### config.mk
export PLATFORM = sky130hd
export DESIGN_NAME = frontend_top
export DESIGN_NICKNAME = d
export VERILOG_FILES = /design/src/verilog/rv_isa_pkg.sv /design/src/verilog/pipe_ctrl_pkg.sv /design/src/verilog/decode_stage.sv /design/src/verilog/fetch_stage.sv /design/src/verilog/frontend_top.sv /design/src/verilog/if_id_reg.sv /design/src/verilog/pipe_ctrl.sv
export SDC_FILE = /design/constraint.sdc
export NUM_CORES = 1
export LEC_CHECK = 0
export BUFFER_PORTS_ARGS = -buffer_cell sky130_fd_sc_hd__buf_2
export CORE_MARGIN = 3
export CORE_UTILIZATION = 55
export CTS_CLUSTER_DIAMETER = 100
export DETAILED_ROUTE_END_ITERATION = 7
export GPL_TIMING_DRIVEN = 1
export PLACE_DENSITY = 0.79
export SLEW_MARGIN = 20
export SYNTH_ARGS = -nofsm -noshare
export SYNTH_HDL_FRONTEND = slang
export SYNTH_SLANG_ARGS = --single-unit
### constraint.sdc
create_clock -name clk_i -period 9.29 [get_ports clk_i]
set_input_delay 0.4645 -clock clk_i [delete_from_list [all_inputs] [get_ports clk_i]]
set_output_delay 0.4645 -clock clk_i [all_outputs]
set_load 0.02 [all_outputs]
### src/verilog/rv_isa_pkg.sv
package rv_isa_pkg;

  localparam int XLEN = 32;
  localparam int INST_BYTES = 4;  // No compressed instructions

  typedef logic [XLEN-1:0] addr_t;
  typedef logic [31:0] inst_t;

  localparam addr_t PC_RESET_ADDR = 32'h8000_0000;
  localparam inst_t INST_NOP = 32'h0000_0013;  // addi x0, x0, 0

  // Only these RV32I major opcodes are legal
  typedef enum logic [6:0] {
    OP_LUI    = 7'b0110111,
    OP_AUIPC  = 7'b0010111,
    OP_JAL    = 7'b1101111,
    OP_JALR   = 7'b1100111,
    OP_BRANCH = 7'b1100011,
    OP_LOAD   = 7'b0000011,
    OP_STORE  = 7'b0100011,
    OP_IMM    = 7'b0010011,
    OP_REG    = 7'b0110011,
    OP_SYSTEM = 7'b1110011
  } opcode_e;

  typedef enum logic [1:0] {
    TRAP_NONE       = 2'd0,
    TRAP_MISALIGNED = 2'd1,
    TRAP_ILLEGAL    = 2'd2
  } trap_e;

  typedef struct packed {
    logic        valid;
    addr_t       pc;
    opcode_e     opcode;
    logic [2:0]  funct3;
    logic [6:0]  funct7;
    logic [4:0]  rd;
    logic [4:0]  rs1;
    logic [4:0]  rs2;
    logic [31:0] imm;         // Sign extended per format
    logic        pred_taken;
    trap_e       trap;
  } decoded_t;

  // Decoded form of INST_NOP with valid low
  localparam decoded_t DEC_BUBBLE = '{
    valid: 1'b0,
    pc: '0,
    opcode: OP_IMM,
    funct3: 3'b000,
    funct7: 7'b0000000,
    rd: 5'd0,
    rs1: 5'd0,
    rs2: 5'd0,
    imm: 32'd0,
    pred_taken: 1'b0,
    trap: TRAP_NONE
  };

endpackage
### src/verilog/pipe_ctrl_pkg.sv
package pipe_ctrl_pkg;

  // One bit per stage for both stall and flush
  typedef struct packed {
    logic fetch;
    logic if_id;
    logic id_out;
  } stage_ctl_t;

  typedef struct packed {
    logic                valid;
    rv_isa_pkg::addr_t   target;
  } redirect_t;

  typedef struct packed {
    logic                valid;
    rv_isa_pkg::addr_t   pc;
    rv_isa_pkg::inst_t   inst;
    logic                pred_taken;
    rv_isa_pkg::trap_e   trap;
  } if_slot_t;

  localparam if_slot_t SLOT_BUBBLE = '{
    valid: 1'b0,
    pc: '0,
    inst: rv_isa_pkg::INST_NOP,
    pred_taken: 1'b0,
    trap: rv_isa_pkg::TRAP_NONE
  };

endpackage

### src/verilog/decode_stage.sv
`timescale 1ns/10ps

module decode_stage (
  input  logic                      clk_i,
  input  logic                      arst_n_i,
  input  logic                      stall_i,
  input  logic                      flush_i,
  input  pipe_ctrl_pkg::if_slot_t   slot_i,
  output pipe_ctrl_pkg::redirect_t  redirect_o,
  output rv_isa_pkg::decoded_t      id_inst_o
);

  rv_isa_pkg::inst_t    inst;
  rv_isa_pkg::opcode_e  opcode;
  logic [31:0]          imm_i;
  logic [31:0]          imm_s;
  logic [31:0]          imm_b;
  logic [31:0]          imm_u;
  logic [31:0]          imm_j;
  logic [31:0]          imm;
  logic                 legal;
  logic                 predict;
  logic                 taken;
  rv_isa_pkg::trap_e    trap;
  rv_isa_pkg::decoded_t dec_d;
  rv_isa_pkg::decoded_t dec_q;

  assign inst   = slot_i.inst;
  assign opcode = rv_isa_pkg::opcode_e'(inst[6:0]);

  // Immediate formats
  assign imm_i = {{20{inst[31]}}, inst[31:20]};
  assign imm_s = {{20{inst[31]}}, inst[31:25], inst[11:7]};
  assign imm_b = {{19{inst[31]}}, inst[31], inst[7], inst[30:25], inst[11:8], 1'b0};
  assign imm_u = {inst[31:12], 12'b0};
  assign imm_j = {{11{inst[31]}}, inst[31], inst[19:12], inst[20], inst[30:21], 1'b0};

  always_comb begin
    legal   = 1'b1;
    predict = 1'b0;
    imm     = 32'd0;
    case (opcode)
      rv_isa_pkg::OP_LUI,
      rv_isa_pkg::OP_AUIPC:  imm = imm_u;
      rv_isa_pkg::OP_JAL: begin
        imm     = imm_j;
        predict = 1'b1;  // Always taken
      end
      rv_isa_pkg::OP_BRANCH: begin
        imm     = imm_b;
        predict = imm_b[31];  // Backward taken
      end
      rv_isa_pkg::OP_JALR,
      rv_isa_pkg::OP_LOAD,
      rv_isa_pkg::OP_IMM,
      rv_isa_pkg::OP_SYSTEM: imm = imm_i;
      rv_isa_pkg::OP_STORE:  imm = imm_s;
      rv_isa_pkg::OP_REG:    imm = 32'd0;
      default:               legal = 1'b0;
    endcase
  end

  // Earlier trap from fetch is kept
  always_comb begin
    if (slot_i.trap != rv_isa_pkg::TRAP_NONE) begin
      trap = slot_i.trap;
    end else if (!legal) begin
      trap = rv_isa_pkg::TRAP_ILLEGAL;
    end else begin
      trap = rv_isa_pkg::TRAP_NONE;
    end
  end

  assign taken = slot_i.valid && (trap == rv_isa_pkg::TRAP_NONE) && predict;

  assign redirect_o.valid  = taken;
  assign redirect_o.target = slot_i.pc + imm;

  always_comb begin
    dec_d.valid      = slot_i.valid;
    dec_d.pc         = slot_i.pc;
    dec_d.opcode     = opcode;
    dec_d.funct3     = inst[14:12];
    dec_d.funct7     = inst[31:25];
    dec_d.rd         = inst[11:7];
    dec_d.rs1        = inst[19:15];
    dec_d.rs2        = inst[24:20];
    dec_d.imm        = imm;
    dec_d.pred_taken = taken;
    dec_d.trap       = trap;
  end

  always_ff @(posedge clk_i or negedge arst_n_i) begin
    if (!arst_n_i) begin
      dec_q <= rv_isa_pkg::DEC_BUBBLE;
    end else if (flush_i) begin
      dec_q <= rv_isa_pkg::DEC_BUBBLE;
    end else if (!stall_i) begin
      dec_q <= dec_d;
    end
  end

  assign id_inst_o = dec_q;

endmodule

### src/verilog/fetch_stage.sv
`timescale 1ns/10ps

module fetch_stage (
  input  logic                   clk_i,
  input  logic                   arst_n_i,
  input  logic                   stall_i,
  input  pipe_ctrl_pkg::redirect_t redirect_i,
  input  rv_isa_pkg::inst_t      inst_data_i,
  output rv_isa_pkg::addr_t      inst_addr_o,
  output pipe_ctrl_pkg::if_slot_t slot_o
);

  rv_isa_pkg::addr_t pc_q;
  rv_isa_pkg::addr_t pc_d;
  logic              misaligned;

  always_comb begin
    if (redirect_i.valid) begin
      pc_d = redirect_i.target;  // Redirect beats stall
    end else if (stall_i) begin
      pc_d = pc_q;
    end else begin
      pc_d = pc_q + rv_isa_pkg::addr_t'(rv_isa_pkg::INST_BYTES);
    end
  end

  always_ff @(posedge clk_i or negedge arst_n_i) begin
    if (!arst_n_i) begin
      pc_q <= rv_isa_pkg::PC_RESET_ADDR;
    end else begin
      pc_q <= pc_d;
    end
  end

  assign misaligned = (pc_q[1:0] != 2'b00);

  // Memory answers in the same cycle
  assign inst_addr_o = pc_q;

  always_comb begin
    slot_o.valid      = 1'b1;
    slot_o.pc         = pc_q;
    slot_o.inst       = inst_data_i;
    slot_o.pred_taken = 1'b0;  // Prediction happens in decode
    slot_o.trap       = misaligned ? rv_isa_pkg::TRAP_MISALIGNED : rv_isa_pkg::TRAP_NONE;
  end

endmodule

### src/verilog/frontend_top.sv
`timescale 1ns/10ps

module frontend_top (
  input  logic                     clk_i,
  input  logic                     arst_n_i,
  input  logic                     stall_i,
  input  pipe_ctrl_pkg::redirect_t ex_redirect_i,
  input  rv_isa_pkg::inst_t        inst_data_i,
  output rv_isa_pkg::addr_t        inst_addr_o,
  output rv_isa_pkg::decoded_t     id_inst_o
);

  pipe_ctrl_pkg::if_slot_t   fetch_slot;
  pipe_ctrl_pkg::if_slot_t   if_id_slot;
  pipe_ctrl_pkg::redirect_t  id_redirect;
  pipe_ctrl_pkg::redirect_t  redirect;
  pipe_ctrl_pkg::stage_ctl_t stall;
  pipe_ctrl_pkg::stage_ctl_t flush;

  fetch_stage fetch_stage_inst (
    .clk_i       (clk_i),
    .arst_n_i    (arst_n_i),
    .stall_i     (stall.fetch),
    .redirect_i  (redirect),
    .inst_data_i (inst_data_i),
    .inst_addr_o (inst_addr_o),
    .slot_o      (fetch_slot)
  );

  if_id_reg if_id_reg_inst (
    .clk_i    (clk_i),
    .arst_n_i (arst_n_i),
    .stall_i  (stall.if_id),
    .flush_i  (flush.if_id),
    .slot_i   (fetch_slot),
    .slot_o   (if_id_slot)
  );

  decode_stage decode_stage_inst (
    .clk_i      (clk_i),
    .arst_n_i   (arst_n_i),
    .stall_i    (stall.id_out),
    .flush_i    (flush.id_out),
    .slot_i     (if_id_slot),
    .redirect_o (id_redirect),
    .id_inst_o  (id_inst_o)
  );

  pipe_ctrl pipe_ctrl_inst (
    .stall_i       (stall_i),
    .ex_redirect_i (ex_redirect_i),
    .id_redirect_i (id_redirect),
    .stall_o       (stall),
    .flush_o       (flush),
    .redirect_o    (redirect)
  );

endmodule

### src/verilog/if_id_reg.sv
`timescale 1ns/10ps

module if_id_reg (
  input  logic                    clk_i,
  input  logic                    arst_n_i,
  input  logic                    stall_i,
  input  logic                    flush_i,
  input  pipe_ctrl_pkg::if_slot_t slot_i,
  output pipe_ctrl_pkg::if_slot_t slot_o
);

  pipe_ctrl_pkg::if_slot_t slot_q;

  // Flush wins so an execute redirect clears a stalled slot
  always_ff @(posedge clk_i or negedge arst_n_i) begin
    if (!arst_n_i) begin
      slot_q <= pipe_ctrl_pkg::SLOT_BUBBLE;
    end else if (flush_i) begin
      slot_q <= pipe_ctrl_pkg::SLOT_BUBBLE;  // NOP bubble
    end else if (!stall_i) begin
      slot_q <= slot_i;
    end
  end

  assign slot_o = slot_q;

endmodule

### src/verilog/pipe_ctrl.sv
`timescale 1ns/10ps

module pipe_ctrl (
  input  logic                      stall_i,
  input  pipe_ctrl_pkg::redirect_t  ex_redirect_i,
  input  pipe_ctrl_pkg::redirect_t  id_redirect_i,
  output pipe_ctrl_pkg::stage_ctl_t stall_o,
  output pipe_ctrl_pkg::stage_ctl_t flush_o,
  output pipe_ctrl_pkg::redirect_t  redirect_o
);

  always_comb begin
    stall_o    = '0;
    flush_o    = '0;
    redirect_o = '0;

    if (ex_redirect_i.valid) begin
      // Mispredict or trap from execute empties the front end
      flush_o.fetch  = 1'b1;
      flush_o.if_id  = 1'b1;
      flush_o.id_out = 1'b1;
      redirect_o     = ex_redirect_i;
    end else if (stall_i) begin
      stall_o.fetch  = 1'b1;
      stall_o.if_id  = 1'b1;
      stall_o.id_out = 1'b1;  // Decode redirect comes back after the stall
    end else if (id_redirect_i.valid) begin
      flush_o.if_id = 1'b1;  // Drop the fall-through
      redirect_o    = id_redirect_i;
    end
  end

endmodule

==> flow_summary.yaml <==
placement:
  portBuffers: 199
  dp_cells: 1630
  dp_hpwl_um: 24400
  gp_congestion: 0.958
synth:
  synth_fa_ha_area_share_pct: 2.57
  synthDominantCellAreaShare_pct: 42.1
  yosysSeqAreaShare_pct: 43.7
  synth-seq-cells: 198
  yosys.area.top_type: "dfrtp_1"
  ys_top_cells_by_area: "dfrtp_1 (42%), mux2i_1 (6.6%), nor2_1 (5.6%)"
  synth-edff-count: 0
  ys_warn_count: 0
  async_reset_ff_share_pct: 100
  synth_compound_area_share_pct: 22.5
  netlist-cell-type-count: 83
  synthSimpleGateAreaFrac_pct: 16.8
  synth.avg_cell_area_um2: 9.08
  synth_top_family_by_area: "compound AO/OA/AOI/OAI gates"
  synth_nets: 1336
  synth_flop_cell: "dfrtp_1"
  yosys.area_share.xor_xnor_pct: 3.85
  synth_mux_area_share_pct: 6.71
  yosysMostFrequentCell: "dfrtp_1"
  synth.cell_area_um2: 11400
  synthCells: 1251
  synth_commonest_cells: "dfrtp_1 (191), nor2_1 (169), nand2_1 (130)"
power:
  peakVddDrop_mv: 0.125
  p_leak_uw: 0.00637
  power.density_nw_per_um2: 159
sta:
  tightestPinTransition_ps: 1060
  fmax_mhz: 196
  fin_crit_ps: 5100
  finalMaxSlewViolations: 0
  min_period_over_period_pct: 54.9
  skew_ps: 9.38
  rsz0062_at_grt: "false"
  relSlewSlack_pct: 28.9
  hold_violations: 0
  finalSetupTns_ps: 0
  setup_viol: 0
global_routing:
  grt_pass1_wl_um: 55700
  grt_use_total_pct: 31.5
  antenna_found_initial: 0
  grt_pass1_vias: 10000
  grt-ovfl-total: 0
  grt_max_degree: 80
drt:
  wl_met2_um: 16000
  initialDrtViolationCount: 1163
  via_per_inst: 6.32
  dr_wl_met3_um: 3460
  drc: 0
  vias: 10500
  ant_nets: 0
  wl_met1_um: 14700
  drt_wl_total_um: 35200
  top_layer: "met4"
  dr.pass1.iters: 6
  wl_per_cell_um: 21.1
floorplanning:
  start_util_pct: 57.1
  die_h_um: 150
  io_pins: 200
  core_um2: 19900
  die_x_um: 150
  die_area_um2: 22400
  num_rows: 51
clocking:
  cts-resized-gates: 0
  clk_path_buf_depth: 2
  post_cts_buffers: 0
  cts.clk_slew.worst_paths_ps: 80
  cts_buffers: 17
  clk_latency_ps: 440
  htreeDepth: 4
  clock-sinks: 198
  cts_tree: "built"
  ctsHoldBuffers: 0
  cts_root_buf: "clkbuf_16"
run:
  cap_violations: 0
worst_setup_path:
  cp_top_family: "compound AO/OA/AOI/OAI gates"
  crit_slowest_cell: "dfstp_2"
  cp-start-kind: "register"
  path_class: "register to register"
  end_kind: "register"
  crit_chain: "nand3b_4, or2_1, o21ai_0, a32o_1, ha_1, fa_1, a211o_1, nand2_1, o2bb2ai_1, o32a_1, o21ai_1, a221oi_2, o41a_1, o21ai_2, a41oi_2, o21ai_2, or4_1, nand3_1"
  slowest_delay_ps: 620
  required_ps: 9660
  cpMostUsedCell: "o21ai_2"
  critical_path_arrival_ps: 5470
  cp_max_fo: 9
  crit_buf_inv: 0
status:
  status: "finished, final reports clean"
finish:
  nets: 1469
  stdcell_count: 1662
  insertedDiodeCount: 0
  nFillCells: 1716
  area.growth.synth_to_final_pct: 14.4
  layout-drive-gt1-share_pct: 20.0
min_path:
  hold_class: "primary input to asynchronous set/reset pin"
[logic make-up (layout without fill, tap and decap cells)]
family	after synthesis	after routing
compound gates	370	370
simple gates	420	420
buf+inv	113	259
flops	198	198
xor+xnor	50	50
mux	76	76
fa+ha+maj	24	24
[routing by layer]
| metal | track usage, % | vias up |
|---|---|---|
| met1 | 44.7 | 5037 |
| met3 | 6.97 | 80 |
| li1 | - | 4772 |
| met5 | 0 | - |
| met2 | 48.7 | 608 |
| met4 | 9.93 | 0 |
[cell type report]
type / count / area [um2] / area share (%)
Clock buffer: 18 / 429 / 3.30
Clock inverter: 14 / 141 / 1.09
Inverter: 17 / 63.8 / 0.491
Multi-Input combinational cell: 940 / 5980 / 46.0
Sequential cell: 198 / 4960 / 38.2
Tap cell: 265 / 332 / 2.55
Timing Repair Buffer: 210 / 1100 / 8.43
[report_power, final]
group,internal (uW),leakage [uW],switching [uW]
logic,127,0.00348,217
clock network,357,0.000274,372
registers,908,0.00261,80.7
[registers in the layout (all words and copies together) (netlist names)]
signal	count
fetch_stage_inst.inst_addr_o	32
if_id_reg_inst.slot_o	66
decode_stage_inst.id_inst_o	100
[layout by cell type (no fill, tap or decap), types with 10 or more instances in the layout]
cell / count
and2_1: 11
nand3_1: 22
buf_4: 12
a211oi_1: 10
nand4_1: 11
ha_1: 16
o211ai_1: 11
o22ai_1: 15
a21oi_1: 91
xor2_1: 15
a22o_1: 58
nand2b_1: 12
buf_2: 196
dfrtp_1: 191
mux2i_1: 75
a21o_1: 18
nor2_1: 167
nand2_1: 130
a31oi_1: 13
clkbuf_16: 17
nor3_1: 15
inv_1: 17
xnor2_1: 35
o21ai_0: 72
and3_1: 11
[final timing paths]
| path | startpoint | slack [ps] | depth (start not counted) | to |
|---|---|---|---|---|
| max | if_id_reg_inst.slot_o[7]$_DFFE_PN1P_ | 4190 | 18 | fetch_stage_inst.inst_addr_o[28]$_DFFE_PN0P_ |
| min | arst_n_i | 20 | 1 | if_id_reg_inst.slot_o[24]$_DFFE_PN0P_ |
| max reg2reg | if_id_reg_inst.slot_o[7]$_DFFE_PN1P_ | 4190 | 18 | fetch_stage_inst.inst_addr_o[28]$_DFFE_PN0P_ |
| min reg2reg | decode_stage_inst.id_inst_o[2]$_DFFE_PN0P_ | 480 | 2 | decode_stage_inst.id_inst_o[2]$_DFFE_PN0P_ |
| max in group asynchronous | arst_n_i | 7920 | 2 | fetch_stage_inst.inst_addr_o[8]$_DFFE_PN0P_ |
| min in group clk_i | ex_redirect_i[10] | 230 | 3 | fetch_stage_inst.inst_addr_o[10]$_DFFE_PN0P_ |
[per-stage QoR]
step	setup slack (ps)	util (%)	hold WS, ps	total power [uW]	area, um2
after floorplan	4790	-	169	1210	11400
after global placement	4360	62.4	458	1340	12400
after CTS	4220	65.3	42.2	2060	13000
final	4190	65.3	16.7	2060	13000
after global routing	3930	65.3	50.2	2140	13000
after detailed placement	4260	62.4	461	1340	12400
No activity file was read; power rests on OpenSTA's default activity.
